**src/conv_pkg.sv**
```systemverilog
package conv_pkg;

    // ========================================================================
    // geometry
    // ========================================================================

    // one pixel or one kernel weight
    parameter int PIX_W       = 3;
    // square input matrix, one row per input word
    parameter int MAT_DIM     = 6;
    // one kernel per input word
    parameter int NUM_KERNELS = 6;
    // valid 2x2 window positions along each axis
    parameter int WIN_DIM     = MAT_DIM - 1;

    parameter int ROW_W = MAT_DIM * PIX_W;
    parameter int KER_W = 4 * PIX_W;

    // worst case sum is 4 * 7 * 7 = 196
    parameter int RES_W = 8;

    // row, kernel and window position indices
    parameter int IDX_W = 3;

    // ========================================================================
    // types
    // ========================================================================

    typedef logic [PIX_W-1:0] pixel_t;

    // entry order: (y,x), (y,x+1), (y+1,x), (y+1,x+1)
    typedef pixel_t [3:0] window_t;

    typedef logic [RES_W-1:0] res_t;

    typedef enum logic {
        ST_LOAD = 1'b0,
        ST_CONV = 1'b1
    } conv_state_e;

endpackage

```
**src/conv_matrix_store.sv**
```systemverilog
`timescale 1ns/1ps

module conv_matrix_store (
    input  logic                       clk,
    input  logic                       rst_n,
    input  logic                       i_wr_en,
    input  logic [conv_pkg::IDX_W-1:0] i_wr_idx,
    input  logic [conv_pkg::ROW_W-1:0] i_row,
    input  logic [conv_pkg::IDX_W-1:0] i_win_y,
    input  logic [conv_pkg::IDX_W-1:0] i_win_x,
    output conv_pkg::window_t          o_window
);

    import conv_pkg::*;

    pixel_t mat [MAT_DIM][MAT_DIM];
    pixel_t row_pix [MAT_DIM];

    logic [IDX_W-1:0] win_y_nxt;
    logic [IDX_W-1:0] win_x_nxt;

    // column c sits in bits 3c+2 .. 3c of the row word
    always_comb begin
        for (int c = 0; c < MAT_DIM; c++) begin
            row_pix[c] = i_row[c*PIX_W +: PIX_W];
        end
    end

    // ========================================================================
    // row write
    // ========================================================================

    always_ff @(posedge clk) begin
        if (i_wr_en) begin
            for (int c = 0; c < MAT_DIM; c++) begin
                mat[i_wr_idx][c] <= row_pix[c];
            end
        end
    end

    // ========================================================================
    // 2x2 window read
    // ========================================================================

    // neighbours of the window origin, max position is 4 so 3 bits suffice
    assign win_y_nxt = i_win_y + 1'b1;
    assign win_x_nxt = i_win_x + 1'b1;

    always_comb begin
        o_window[0] = mat[i_win_y][i_win_x];
        o_window[1] = mat[i_win_y][win_x_nxt];
        o_window[2] = mat[win_y_nxt][i_win_x];
        o_window[3] = mat[win_y_nxt][win_x_nxt];
    end

    // the engine must never address a row outside the matrix
    a_wr_idx_range: assert property (
        @(posedge clk) disable iff (!rst_n)
        i_wr_en |-> (i_wr_idx < IDX_W'(MAT_DIM))
    ) else $error("matrix store write to row %0d", i_wr_idx);

endmodule

```
**src/conv_kernel_store.sv**
```systemverilog
`timescale 1ns/1ps

module conv_kernel_store (
    input  logic                       clk,
    input  logic                       rst_n,
    input  logic                       i_wr_en,
    input  logic [conv_pkg::IDX_W-1:0] i_wr_idx,
    input  logic [conv_pkg::KER_W-1:0] i_kernel,
    input  logic [conv_pkg::IDX_W-1:0] i_kernel_idx,
    output conv_pkg::window_t          o_weights
);

    import conv_pkg::*;

    window_t kernels [NUM_KERNELS];
    window_t ker_unpacked;

    // weight 0 top-left in the lowest field, weight 3 bottom-right on top
    always_comb begin
        for (int w = 0; w < 4; w++) begin
            ker_unpacked[w] = i_kernel[w*PIX_W +: PIX_W];
        end
    end

    always_ff @(posedge clk) begin
        if (i_wr_en) begin
            kernels[i_wr_idx] <= ker_unpacked;
        end
    end

    // kernel select for the window engine
    assign o_weights = kernels[i_kernel_idx];

    // ========================================================================
    // index checks
    // ========================================================================

    a_wr_idx_range: assert property (
        @(posedge clk) disable iff (!rst_n)
        i_wr_en |-> (i_wr_idx < IDX_W'(NUM_KERNELS))
    ) else $error("kernel store write to slot %0d", i_wr_idx);

    // read index wraps at the last kernel, never past it
    a_rd_idx_range: assert property (
        @(posedge clk) disable iff (!rst_n)
        i_kernel_idx < IDX_W'(NUM_KERNELS)
    ) else $error("kernel store read from slot %0d", i_kernel_idx);

endmodule

```
**src/conv_window_engine.sv**
```systemverilog
`timescale 1ns/1ps

module conv_window_engine #(
    parameter int NUM_CREDITS = 4
) (
    input  logic                       clk,
    input  logic                       rst_n,
    input  logic                       i_in_valid,
    input  conv_pkg::window_t          i_window,
    input  conv_pkg::window_t          i_weights,
    input  logic                       i_credit_return,
    output logic                       o_wr_en,
    output logic [conv_pkg::IDX_W-1:0] o_wr_idx,
    output logic [conv_pkg::IDX_W-1:0] o_win_y,
    output logic [conv_pkg::IDX_W-1:0] o_win_x,
    output logic [conv_pkg::IDX_W-1:0] o_kernel_idx,
    output logic                       o_out_valid,
    output conv_pkg::res_t             o_out_data,
    output logic                       o_busy
);

    import conv_pkg::*;

    localparam int CRED_W = $clog2(NUM_CREDITS + 1);

    // last row word and last kernel share one index
    localparam logic [IDX_W-1:0] LAST_IDX = IDX_W'(NUM_KERNELS - 1);
    localparam logic [IDX_W-1:0] LAST_POS = IDX_W'(WIN_DIM - 1);

    conv_state_e state;

    logic [IDX_W-1:0]  load_cnt;
    logic              accept;
    logic              issue;
    logic              last_pos;
    logic              done;
    logic [CRED_W-1:0] credit_cnt;
    logic [CRED_W-1:0] credit_nxt;
    res_t              conv_sum;

    // ========================================================================
    // load phase
    // ========================================================================

    // words offered while convolving are dropped
    assign accept   = i_in_valid && (state == ST_LOAD);
    assign o_wr_en  = accept;
    assign o_wr_idx = load_cnt;

    always_ff @(posedge clk or negedge rst_n) begin
        if (!rst_n) begin
            state    <= ST_LOAD;
            load_cnt <= '0;
            o_busy   <= 1'b0;
        end else begin
            case (state)
                ST_LOAD: begin
                    if (accept) begin
                        o_busy <= 1'b1;
                        if (load_cnt == LAST_IDX) begin
                            load_cnt <= '0;
                            state    <= ST_CONV;
                        end else begin
                            load_cnt <= load_cnt + 1'b1;
                        end
                    end
                end
                ST_CONV: begin
                    // job ends once the final result has left
                    if (o_out_valid && done) begin
                        state  <= ST_LOAD;
                        o_busy <= 1'b0;
                    end
                end
                default: state <= ST_LOAD;
            endcase
        end
    end

    // ========================================================================
    // credit tracking
    // ========================================================================

    // credits left after this cycle's result and return
    assign credit_nxt = credit_cnt - CRED_W'(o_out_valid) + CRED_W'(i_credit_return);

    always_ff @(posedge clk or negedge rst_n) begin
        if (!rst_n) begin
            credit_cnt <= CRED_W'(NUM_CREDITS);
        end else begin
            credit_cnt <= credit_nxt;
        end
    end

    // a result issued now is presented next cycle, so it needs a credit then
    assign issue = (state == ST_CONV) && !done && (credit_nxt != '0);

    // ========================================================================
    // position counters, x inner, then y, then kernel
    // ========================================================================

    assign last_pos = (o_win_x == LAST_POS) && (o_win_y == LAST_POS) &&
                      (o_kernel_idx == LAST_IDX);

    always_ff @(posedge clk or negedge rst_n) begin
        if (!rst_n) begin
            o_win_x      <= '0;
            o_win_y      <= '0;
            o_kernel_idx <= '0;
            done         <= 1'b0;
        end else if (issue) begin
            if (o_win_x != LAST_POS) begin
                o_win_x <= o_win_x + 1'b1;
            end else begin
                o_win_x <= '0;
                if (o_win_y != LAST_POS) begin
                    o_win_y <= o_win_y + 1'b1;
                end else begin
                    o_win_y <= '0;
                    if (o_kernel_idx != LAST_IDX) begin
                        o_kernel_idx <= o_kernel_idx + 1'b1;
                    end else begin
                        o_kernel_idx <= '0;
                    end
                end
            end
            if (last_pos) begin
                done <= 1'b1;
            end
        end else if (o_out_valid && done) begin
            done <= 1'b0;
        end
    end

    // ========================================================================
    // multiply-add and output register
    // ========================================================================

    always_comb begin
        conv_sum = '0;
        for (int i = 0; i < 4; i++) begin
            conv_sum = conv_sum + res_t'(i_window[i]) * res_t'(i_weights[i]);
        end
    end

    always_ff @(posedge clk or negedge rst_n) begin
        if (!rst_n) begin
            o_out_valid <= 1'b0;
        end else begin
            o_out_valid <= issue;
        end
    end

    always_ff @(posedge clk) begin
        if (issue) begin
            o_out_data <= conv_sum;
        end
    end

    // receiver must never hand back more credits than it owns
    a_credit_bound: assert property (
        @(posedge clk) disable iff (!rst_n)
        credit_cnt <= CRED_W'(NUM_CREDITS)
    ) else $error("credit count %0d above limit", credit_cnt);

    a_valid_needs_credit: assert property (
        @(posedge clk) disable iff (!rst_n)
        o_out_valid |-> (credit_cnt != '0) || i_credit_return
    ) else $error("result sent without a credit");

endmodule

```
**src/conv_top.sv**
```systemverilog
`timescale 1ns/1ps

module conv_top #(
    parameter int NUM_CREDITS = 4
) (
    input  logic                       clk,
    input  logic                       rst_n,
    input  logic                       i_in_valid,
    input  logic [conv_pkg::ROW_W-1:0] i_row,
    input  logic [conv_pkg::KER_W-1:0] i_kernel,
    input  logic                       i_credit_return,
    output logic                       o_out_valid,
    output conv_pkg::res_t             o_out_data,
    output logic                       o_busy
);

    import conv_pkg::*;

    // store writes from the engine
    logic             wr_en;
    logic [IDX_W-1:0] wr_idx;

    // window and kernel reads
    logic [IDX_W-1:0] win_y;
    logic [IDX_W-1:0] win_x;
    logic [IDX_W-1:0] kernel_idx;
    window_t          window;
    window_t          weights;

    conv_matrix_store conv_matrix_store_i (
        .clk      (clk),
        .rst_n    (rst_n),
        .i_wr_en  (wr_en),
        .i_wr_idx (wr_idx),
        .i_row    (i_row),
        .i_win_y  (win_y),
        .i_win_x  (win_x),
        .o_window (window)
    );

    conv_kernel_store conv_kernel_store_i (
        .clk          (clk),
        .rst_n        (rst_n),
        .i_wr_en      (wr_en),
        .i_wr_idx     (wr_idx),
        .i_kernel     (i_kernel),
        .i_kernel_idx (kernel_idx),
        .o_weights    (weights)
    );

    conv_window_engine #(
        .NUM_CREDITS (NUM_CREDITS)
    ) conv_window_engine_i (
        .clk             (clk),
        .rst_n           (rst_n),
        .i_in_valid      (i_in_valid),
        .i_window        (window),
        .i_weights       (weights),
        .i_credit_return (i_credit_return),
        .o_wr_en         (wr_en),
        .o_wr_idx        (wr_idx),
        .o_win_y         (win_y),
        .o_win_x         (win_x),
        .o_kernel_idx    (kernel_idx),
        .o_out_valid     (o_out_valid),
        .o_out_data      (o_out_data),
        .o_busy          (o_busy)
    );

endmodule

```
**config.mk**
```make
export PLATFORM = sky130hd
export DESIGN_NAME = conv_top
export DESIGN_NICKNAME = d
export VERILOG_FILES = /design/src/conv_pkg.sv /design/src/conv_matrix_store.sv /design/src/conv_kernel_store.sv /design/src/conv_window_engine.sv /design/src/conv_top.sv
export SDC_FILE = /design/constraint.sdc
export NUM_CORES = 1
export LEC_CHECK = 0
export BUFFER_PORTS_ARGS = -buffer_cell sky130_fd_sc_hd__buf_2
export CAP_MARGIN = 20
export CORE_UTILIZATION = 30
export DETAILED_ROUTE_END_ITERATION = 10
export GPL_TIMING_DRIVEN = 0
export HOLD_SLACK_MARGIN = 0.15
export PLACE_DENSITY = 0.49
export SYNTH_ARGS = -nofsm -noshare
export SYNTH_HDL_FRONTEND = slang
export SYNTH_SLANG_ARGS = --single-unit
```
**constraint.sdc**
```tcl
create_clock -name clk -period 7.7 [get_ports clk]
set_clock_uncertainty 0.1 [all_clocks]
set_input_delay 0.385 -clock clk [delete_from_list [all_inputs] [get_ports clk]]
set_output_delay 0.385 -clock clk [all_outputs]
set_load 0.01 [all_outputs]
```
---- Word-level counts from Yosys, hierarchy flattened ----
Memories as Yosys holds them, arrays and structs flattened.
Index checks and enable logic that the tools add are counted.
word-level totals
  bits in registers ....................... 27
  bits in latches ......................... 0
  RAM bits ................................ 180
  memory bits (read-only) ................. 0
  input bits .............................. 34
  output and inout bits ................... 10
  word-level logic and storage cells ...... 83
  memories kept ........................... 2
operators by class
  $add $sub $neg .......................... 9
  multipliers ............................. 4
  divide/modulo/power cells ............... 0
  magnitude comparators ................... 2
  equal/unequal tests ..................... 10
  shifts and indexed selects .............. 0
  muxes and demuxes ....................... 27
  bitwise gates (word level) .............. 5
  reductions and logical operators ........ 14
memory list
  name                         depth  bits a word  rd ports  clocked after memory_dff  write ports  RTL line                 RTL
  conv_matrix_store_i.mat      6      18           2         0                         1            conv_matrix_store.sv:16  pixel_t mat [MAT_DIM][MAT_DIM];
  conv_kernel_store_i.kernels  6      12           1         0                         1            conv_kernel_store.sv:15  window_t kernels [NUM_KERNELS];
operators by type and width
  operator                                                       number
  3-bit binary-select mux with 3-bit select                      4
  3-bit two-way mux                                              12
  3-bit by 3-bit multiplier with 6-bit output                    4
  8-bit by 6-bit adder with 8-bit output                         2
  3-bit by 1-bit adder with 3-bit output, second input constant  4
  3-bit equality test, second input constant                     4
  1-bit two-way mux                                              9
  3-bit inequality test, second input constant                   3
  4-bit greater-or-equal comparator, second input constant       2
  3-bit NOT with 4-bit output                                    2
  2-bit AND reduction                                            4
  6-bit by 6-bit adder with 7-bit output                         1
  1-bit logical AND                                              6
  2-bit inequality test, second input constant                   3
  1-bit case mux with 2 select lines                             2
  3-bit by 1-bit adder with 3-bit output                         1
  1-bit NOT                                                      3
  3-bit AND reduction                                            1
  3-bit nonzero test                                             1
  3-bit by 1-bit subtractor with 3-bit output                    1
  2-bit nonzero test                                             1
  1-bit zero test                                                1

---- Depth between registers and ports, before layout ----
Gate-level depths: netlist of run 1.
  word-level depth ........................ 9
  mapped depth ............................ 27
  depth with buffers taken out ............ 23

---- Hierarchy ----
A second synthesis of run 1 with hierarchy kept.
second synthesis, totals
  cell total of the unflattened synthesis .. 753
  area total of the unflattened synthesis .. 11170.7 µm²
by module, submodules not included
  module              instances  cells each  area each (µm²)  seq. area each (µm²)
  conv_matrix_store   1          382         5977.0           3243.1
  conv_kernel_store   1          151         2813.9           2162.1
  conv_window_engine  1          220         2379.8           716.9

---- Worst setup path after synthesis of run 1 ----
No wires, ideal clock.
  kind .................................... flip-flop to flip-flop
  from .................................... register conv_window_engine_i.o_win_x[0] in the netlist's numbering
  to ...................................... register conv_window_engine_i.o_out_data[7], data pin
  setup time .............................. 0.257 ns
  data arrival time ....................... 6.420 ns
  data required time ...................... 7.343 ns
  path slack .............................. 0.923 ns
  cell stages (with the launch flop) ...... 26
  path buffers ............................ 4
  period minus slack after synthesis ...... 6.777 ns
  cells stage by stage .................... dfrtp_1 buf_2 clkinv_1 clkbuf_1 ha_1 buf_2 clkbuf_1 or2_2 a311o_1 a41oi_1 or2_1 fa_1 fa_1 fa_1 inv_1 ha_1 inv_1 fa_1 fa_1 inv_1 ha_1 a21o_1 a21oi_1 nor2b_1 o21ai_0 nand2b_1
between the ends
  word-level cells in the longest chain between the ends .. 9
  elaborated cells on any way between the ends .. 22
  classes of those cells .................. 4 x add/sub; 4 x mul; 12 x mux; 2 x bitwise
RTL lines
  item                                                  RTL line                                          RTL
  start: declaration                                    conv_window_engine.sv:15                          output logic [conv_pkg::IDX_W-1:0] o_win_x,
  start signal: assignment                              conv_window_engine.sv:113                         o_win_x <= o_win_x + 1'b1;
  3-bit by 1-bit adder with 3-bit output                conv_matrix_store.sv:47                           assign win_x_nxt = i_win_x + 1'b1;
  3-bit NOT with 4-bit output (not written as such)     conv_matrix_store.sv:51, conv_matrix_store.sv:53
  3-bit binary-select mux with 3-bit select             conv_matrix_store.sv:51                           o_window[1] = mat[i_win_y][win_x_nxt];
  3-bit two-way mux (not written as such) (2 in a row)  conv_matrix_store.sv:51
  3-bit by 3-bit multiplier with 6-bit output           conv_window_engine.sv:142                         conv_sum = conv_sum + res_t'(i_window[i]) * res_t'(i_weights[i]);
  6-bit by 6-bit adder with 7-bit output                conv_window_engine.sv:142
  8-bit by 6-bit adder with 8-bit output                conv_window_engine.sv:142
  8-bit by 6-bit adder with 8-bit output (*)            conv_window_engine.sv:142
  via conv_window_engine_i.conv_sum[7]                  conv_window_engine.sv:39                          res_t conv_sum;
  end signal: assignment                                conv_window_engine.sv:156                         o_out_data <= conv_sum;
  end: declaration                                      conv_window_engine.sv:18                          output conv_pkg::res_t o_out_data,
The timed path passes the listed nets; every way through them passes the cells marked *. The select of a mux whose other input is x is not followed.
A chain may end at the register's enable or synchronous reset.

---- Final worst setup path of run 1 ----
Ends and elaborated chain as after synthesis.

==> qor.txt, run 1 <==
H-tree levels: 1
total number of vias: 6717
PortBufs: 43
RSZ-0062 raised after global routing: no
# IOs: 44
Max Cap Viol: 0
pins over their slew limit: 0
WL met1: 13100 µm
ys async rst share: 9.18%
Post-synth EDFFs: 188
Tot GR Track Use: 15.2%
layout cells sized above 1: 29.7%
First-pass DRT Iterations: 6
Net Sw Frac: 25.6%
top post-synthesis cells by area: edfxtp_1 51%, mux4_2 11%, mux2_2 7.0%
Worst EP required: 7.88 ns
clk slew on worst S/H paths: 0.06 ns
area grow syn2layout: 20.2%
endpoints failing hold: 0
Worst path max stage delay: 0.55 ns
met2 wire length: 13400 µm
prevailing post-synth register cell: edfxtp_1
CTS buffer count: 23
Flop pwr share: 45.2%
Synth Area in XOR/XNOR: 1.15%
CTS Root Cell: clkbuf_16
outcome: completed
Post-Syn Instances: 741
clock latency on the worst-skew pair: 0.52 ns
Critical-path top delay cell: fa_1
Max Clk Rate: 137 MHz
simple-gate share of the synthesized area: 5.57%
DR DRC count: 0
Synth Cell Area: 0.0111 mm²
Pwr Density: 231 mW/mm²
Commonest cells post-synth: 188 x edfxtp_1, 69 x mux2_2, 52 x mux4_2
CTS Sinks: 207
FP Rows: 70
largest net degree at the start of global routing: 20
tightest hold margin: 0.260 ns
final worst path period share: 94.9%
most common cell in the netlist: edfxtp_1
Die Span X: 195 µm
Pwr Total: 3.09 mW
hpwl dp: 21100 µm
GP Congestion: 0.904
DR vias/cell: 4.98
TritonCTS clock tree: built
Crit Path Max Fanout: 10
NetSw: 0.792 mW
syn_nets: 830
post-synthesis compound-gate area fraction: 5.71%
WS Path Type: reg -> reg
Rel. slew slack: 28.3%
Core Area: 0.0366 mm²
sequential area share after synthesis: 55.0%
Top Layer Used: met4
Pint: 2.30 mW
Post-Syn Area per Cell: 15.0 µm²
DIE AREA: 0.0379 mm²
Yosys Warn Count: 0
Yosys cell types: 58
number of synthesized register bits: 207
Total Wirelength: 28300 µm
Buf/Inv on CP: 8
post-synth top area share: 50.7%
initial antenna violation count: 0
largest family of logic cells by synthesized area: multiplexers
mux share of post-synthesis cell area: 21.3%
Leak Pwr: 4.81 nW
gr ovfl total: 0
Clock Power Share: 36.6%
Comb pwr share: 18.2%
largest area contributor in the netlist: edfxtp_1
Worst IR Drop VDD: 133 µV
Startpoint Class: register
final setup violating endpoints: 0
element type at the critical path end: register
Iter 0 DRT Violations: 425
CP top delay family: adder cells
first-pass GRT wire length: 43700 µm
Inserted Diodes: 0
CTS Buffer Depth: 3
worst min-delay path class: in -> async
vias in the first global route: 7099
Antenna Violating Nets Remaining: 0
Worst-Margin Slew: 1.06 ns
Synth Area in Adders: 7.73%
fin nets: 954
wire per inst: 21.0 µm
Final min period: 7.30 ns
Worst Path Arrival: 7.48 ns
WL met3: 1170 µm
Die Ht: 195 µm
Initial Utilization: 30.4%
Crit path top cell by count: fa_1
==> state kept, by name, summed over array words and instances (netlist names) <==
name and flops:
conv_window_engine_i.credit_cnt 3, conv_window_engine_i.o_kernel_idx 3, conv_window_engine_i.o_win_x 3, conv_window_engine_i.state 1, conv_window_engine_i.o_busy 1, conv_matrix_store_i.mat 108
conv_window_engine_i.done 1, conv_window_engine_i.o_out_data 8, conv_window_engine_i.o_wr_idx 3, conv_window_engine_i.o_win_y 3, conv_window_engine_i.o_out_valid 1, conv_kernel_store_i.kernels 72
==> through the flow <==
| stage | area (µm²) | util (%) | cells | worst slack, ns | TNS (ns) |
|---|---|---|---|---|---|
| 3_5_place_dp | 12200 | 33.3 | 1268 | -0.276 | -0.455 |
| 6_report | 13400 | 36.6 | 1350 | 0.396 | 0 |
| 4_1_cts | 13300 | 36.4 | 1348 | 0.0989 | 0 |
| 2_1_floorplan | 11100 | - | 741 | 0.923 | 0 |
| 3_3_place_gp | 11900 | 32.6 | 1252 | -0.202 | -0.242 |
| 5_1_grt | 13400 | 36.6 | 1350 | 0.0115 | 0 |
==> cell type report <==
class,instances,area (µm²)
buffer,35,214
clock buffer,27,591
clock inverter,15,181
fill,3506,23200
inverter,53,205
multi-input combinational,446,4670
sequential,207,6120
tap,468,586
timing repair buffer,99,811
==> cell families (layout without fill, tap and decap cells) <==
kind of cell               after synthesis  count (layout)
adders and majority gates               55              55
muxes                                  159             159
AOI/OAI and AO/OA                       88              88
DFF                                    207             207
and+or+nand+nor                        132             132
xor gates and xnor gates                12              12
buffers and inverters                   88             229
==> final timing paths <==
| path | startpoint | to | slack (ns) | depth (start not counted) |
|---|---|---|---|---|
| worst min register to register | conv_window_engine_i.state | conv_window_engine_i.o_busy | 0.43 | 1 |
| worst max register to register | conv_window_engine_i.o_win_x[0] | conv_window_engine_i.o_out_data[7] | 0.40 | 26 |
| worst max-delay path | conv_window_engine_i.o_win_x[0] | conv_window_engine_i.o_out_data[7] | 0.40 | 26 |
| max in group asynchronous | rst_n | conv_window_engine_i.credit_cnt[2] | 6.87 | 2 |
| min in group clk | conv_window_engine_i.state | conv_window_engine_i.o_busy | 0.43 | 1 |
| worst min-delay path | rst_n | conv_window_engine_i.o_busy | 0.26 | 2 |
==> per-layer routing <==
| layer | up-vias | global-route usage, % |
|---|---|---|
| li1 | 3095 | - |
| met1 | 3418 | 20.6 |
| met2 | 159 | 25.4 |
| met3 | 45 | 1.93 |
| met4 | 0 | 4.59 |
| met5 | - | 0 |
==> timing repair <==
action                                 CTS  global route
setup buffers                            5             2
endpoints found under the hold margin  201             0
pin swaps                                3             0
setup endpoints to repair                3             3
resized for setup                        2            17
hold buffers                            33             0
==> power by group through the flow <==
stage               registers (mW)  clock network, mW  logic (mW)
global placement              1.43                  0       0.517
detailed placement            1.42                  0       0.558
CTS                           1.40               1.16       0.577
finish                        1.40               1.13       0.563
global route                  1.41               1.20       0.646
floorplan                     1.41                  0       0.384
==> worst register-to-register path, cell delays in order, from the launching register on <==
cell and delay, ns:
dfrtp_1 0.38, clkbuf_4 0.22, inv_4 0.15, clkbuf_4 0.24, ha_1 0.25, buf_2 0.21, clkbuf_2 0.24, nand2b_1 0.29
nand2b_1 0.26, o22ai_2 0.28, a41oi_1 0.14, or2_1 0.33, fa_1 0.51, fa_1 0.53, fa_1 0.55, inv_1 0.04
ha_1 0.20, inv_1 0.07, fa_1 0.45, fa_1 0.49, inv_1 0.04, ha_1 0.32, a21o_1 0.19, a21oi_1 0.22
nor2b_1 0.08, o21ai_0 0.19, nand2b_1 0.07
==> cell usage in the layout (no fill, tap or decap), drive strengths merged, types with 8 or more instances in the layout <==
master and instances:
a311o 8, clkinv 10, dfrtp 18, nand2b 13
nor2b 9, nor3 9, ha 32, mux2 79
o21ai 21, buf 84, inv 53, fa 23
a21oi 8, mux2i 27, mux4 53, nor2 47
clkbuf 44, edfxtp 188, dlygate4sd3 33, nand2 31
No activity file was read; power rests on OpenSTA's default activity.
==> run 2: changes to the inputs <==
--- a/config.mk
+++ b/config.mk
@@ -5,7 +5,7 @@
 export SDC_FILE = /design/constraint.sdc
 export NUM_CORES = 1
 export LEC_CHECK = 0
-export BUFFER_PORTS_ARGS = -buffer_cell sky130_fd_sc_hd__buf_2
+export BUFFER_PORTS_ARGS = -buffer_cell sky130_fd_sc_hd__buf_4
 export CAP_MARGIN = 20
 export CORE_UTILIZATION = 30
 export DETAILED_ROUTE_END_ITERATION = 10
==> qor.txt, run 2 (synthesized netlist as in run 1, its figures left out) <==
RSZ-0062 raised after global routing: no
origin of the worst setup path: conv_window_engine_i.o_win_x[0]
First-pass DRT Iterations: 5 (-1)
final setup violating endpoints: 0 (unchanged)
Max Clk Rate: 137 MHz (-0.25%)
Die Ht: 195 µm (unchanged)
Inserted Diodes: 0 (unchanged)
Antenna Violating Nets Remaining: 0 (unchanged)
DIE AREA: 0.0379 mm² (unchanged)
CTS Root Cell: clkbuf_16
fin nets: 955 (+0.10%)
Crit Path Max Fanout: 10 (unchanged)
GP Congestion: 0.902 (-0.32%)
CTS Buffer Depth: 3 (unchanged)
CTS Sinks: 207 (unchanged)
Worst-Margin Slew: 1.08 ns (+0.0213 ns)
Initial Utilization: 30.4% (unchanged)
pins over their slew limit: 0 (unchanged)
vias in the first global route: 6940 (-2.2%)
outcome: completed
Rel. slew slack: 26.9% (-1.4 points)
layout cells sized above 1: 29.7% (-0.034 points)
element type at the critical path end: register
# IOs: 44 (unchanged)
worst r2r path cells: 26 (unchanged)
total number of vias: 6762 (+0.67%)
Finished Layout Cells: 1351 (+0.074%)
Pwr Density: 232 mW/mm² (+0.48%)
Total Wirelength: 28400 µm (+0.24%)
first-pass GRT wire length: 43900 µm (+0.57%)
Worst IR Drop VDD: 138 µV (+3.9%)
most flop-heavy register: conv_matrix_store_i.mat
Final Util: 36.9% (+0.32 points)
Startpoint Class: register
hpwl dp: 21000 µm (about the same)
H-tree levels: 1 (unchanged)
FP Rows: 70 (unchanged)
dpl ws: -0.216 ns (+0.0605 ns)
Leak Pwr: 4.85 nW (+0.92%)
Iter 0 DRT Violations: 475 (+12%)
Core Area: 0.0366 mm² (unchanged)
PortBufs: 43 (unchanged)
Worst EP required: 7.89 ns (about the same)
Sum Neg Setup Slack: 0 ns (unchanged)
DR vias/cell: 5.01 (+0.60%)
initial antenna violation count: 0 (unchanged)
area grow syn2layout: 21.2%
Die Span X: 195 µm (unchanged)
final worst setup slack: 0.377 ns (-0.0186 ns)
most common cell after layout, fill and taps aside: edfxtp_1
final worst path period share: 95.1% (+0.24 points)
Largest regs: conv_matrix_store_i.mat (108), conv_kernel_store_i.kernels (72), conv_window_engine_i.o_out_data (8)
worst min-delay path class: in -> async
largest net degree at the start of global routing: 20 (unchanged)
DR DRC count: 0 (unchanged)
tightest hold margin: 0.181 ns (-0.0783 ns)
endpoints failing hold: 0 (unchanged)
wire per inst: 21.0 µm (+0.16%)
Tot GR Track Use: 15.4% (+0.16 points)
Worst Setup EP: conv_window_engine_i.o_out_data[7]
clk slew on worst S/H paths: 0.06 ns (about the same)
CTS buffer count: 24 (+4.3%)
Largest register FFs: 108 (unchanged)
setup slack, reg-to-reg: 0.38 ns (-0.02 ns)
WS Path Type: reg -> reg
Final min period: 7.32 ns (+0.0186 ns)
commonest non-fill, non-tap cells in the layout: 188 x edfxtp_1, 69 x mux2_2, 53 x buf_4, 52 x mux4_2, 49 x inv_1
clock latency on the worst-skew pair: 0.54 ns (+0.02 ns)
gr ovfl total: 0 (unchanged)
Inst Count DP: 1267 (-0.079%)
reg2reg end: conv_window_engine_i.o_out_data[7]
RR Startpoint: conv_window_engine_i.o_win_x[0]
Max Cap Viol: 0 (unchanged)
Worst Path Arrival: 7.51 ns (+0.03 ns)
TritonCTS clock tree: built
-- run 2: cell count changes in the layout (fill, tap and decap cells not counted) --
cell        previous run  this run
clkinv_1               5         4
buf_6                 19        17
buf_4                  7        53
clkbuf_16             23        24
clkinv_2               4         5
o22ai_2                2         0
o22ai_1                5         7
buf_2                 52        10
clkinv_8               0         1
clkinv_4               1         0
inv_6                  2         1
clkinvlp_4             1         2
clkbuf_4               4         2
-- run 2: worst min path at each step --
stage | start | to | slack [ns] | cells after the start
after floorplan | rst_n | conv_window_engine_i.credit_cnt[0] | -0.01 | 0
after global placement | rst_n | conv_window_engine_i.o_wr_idx[0] | 0.19 | 1
after detailed placement | rst_n | conv_window_engine_i.o_wr_idx[0] | 0.19 | 1
after CTS | rst_n | conv_window_engine_i.o_kernel_idx[2] | 0.16 | 2
after global routing | rst_n | conv_window_engine_i.o_kernel_idx[2] | 0.18 | 2
final | rst_n | conv_window_engine_i.o_kernel_idx[2] | 0.18 | 2
-- run 2: routing by layer --
layer	vias up	global-route usage, %	wire length [µm]
li1	3124	-	-
met1	3429	21.2	12900
met2	169	25.6	13700
met3	40	2.01	1280
met4	0	3.82	520
met5	-	0	0
-- run 2: what timing repair did --
item                                   CTS  global route
endpoints found under the hold margin  201             0
hold buffers                            33             0
resized for setup                        3            10
buffers inserted                         6             3
pin swaps                                3             0
setup endpoints to repair                2             3
-- run 2: final cells by class --
| type | count | area [µm²] |
|---|---|---|
| tap | 468 | 586 |
| clock buffer | 28 | 616 |
| clock inverter | 15 | 189 |
| inverter | 53 | 205 |
| sequential | 207 | 6120 |
| buffer | 34 | 200 |
| fill | 3467 | 23100 |
| multi-input combinational | 446 | 4660 |
| timing repair buffer | 100 | 922 |
-- run 2: power by group --
part	internal, mW	switching [mW]	total [mW]
combinational	0.264	0.302	0.566
clock	0.707	0.464	1.17
sequential	1.35	0.0407	1.40
-- run 2: through the flow --
stage / instance area, µm² / power [mW]
floorplan: 11100 / 1.79
finish: 13500 / 3.13
CTS: 13500 / 3.18
detailed placement: 12300 / 1.98
global placement: 12000 / 1.95
global route: 13500 / 3.30
-- run 2: critical path, cell delays in order, from the launching register on --
cell and delay (ns):
dfrtp_1 0.38, clkbuf_4 0.22, inv_4 0.15, buf_2 0.27, ha_1 0.26, buf_2 0.21
clkbuf_2 0.25, or2_2 0.38, nand2b_1 0.20, o22ai_1 0.26, a41oi_1 0.14, or2_1 0.33
fa_1 0.49, fa_1 0.52, fa_1 0.54, inv_1 0.04, ha_1 0.20, inv_1 0.07
fa_1 0.45, fa_1 0.49, inv_1 0.04, ha_1 0.32, a21o_1 0.19, a21oi_1 0.22
nor2b_1 0.08, o21ai_0 0.18, nand2b_1 0.08
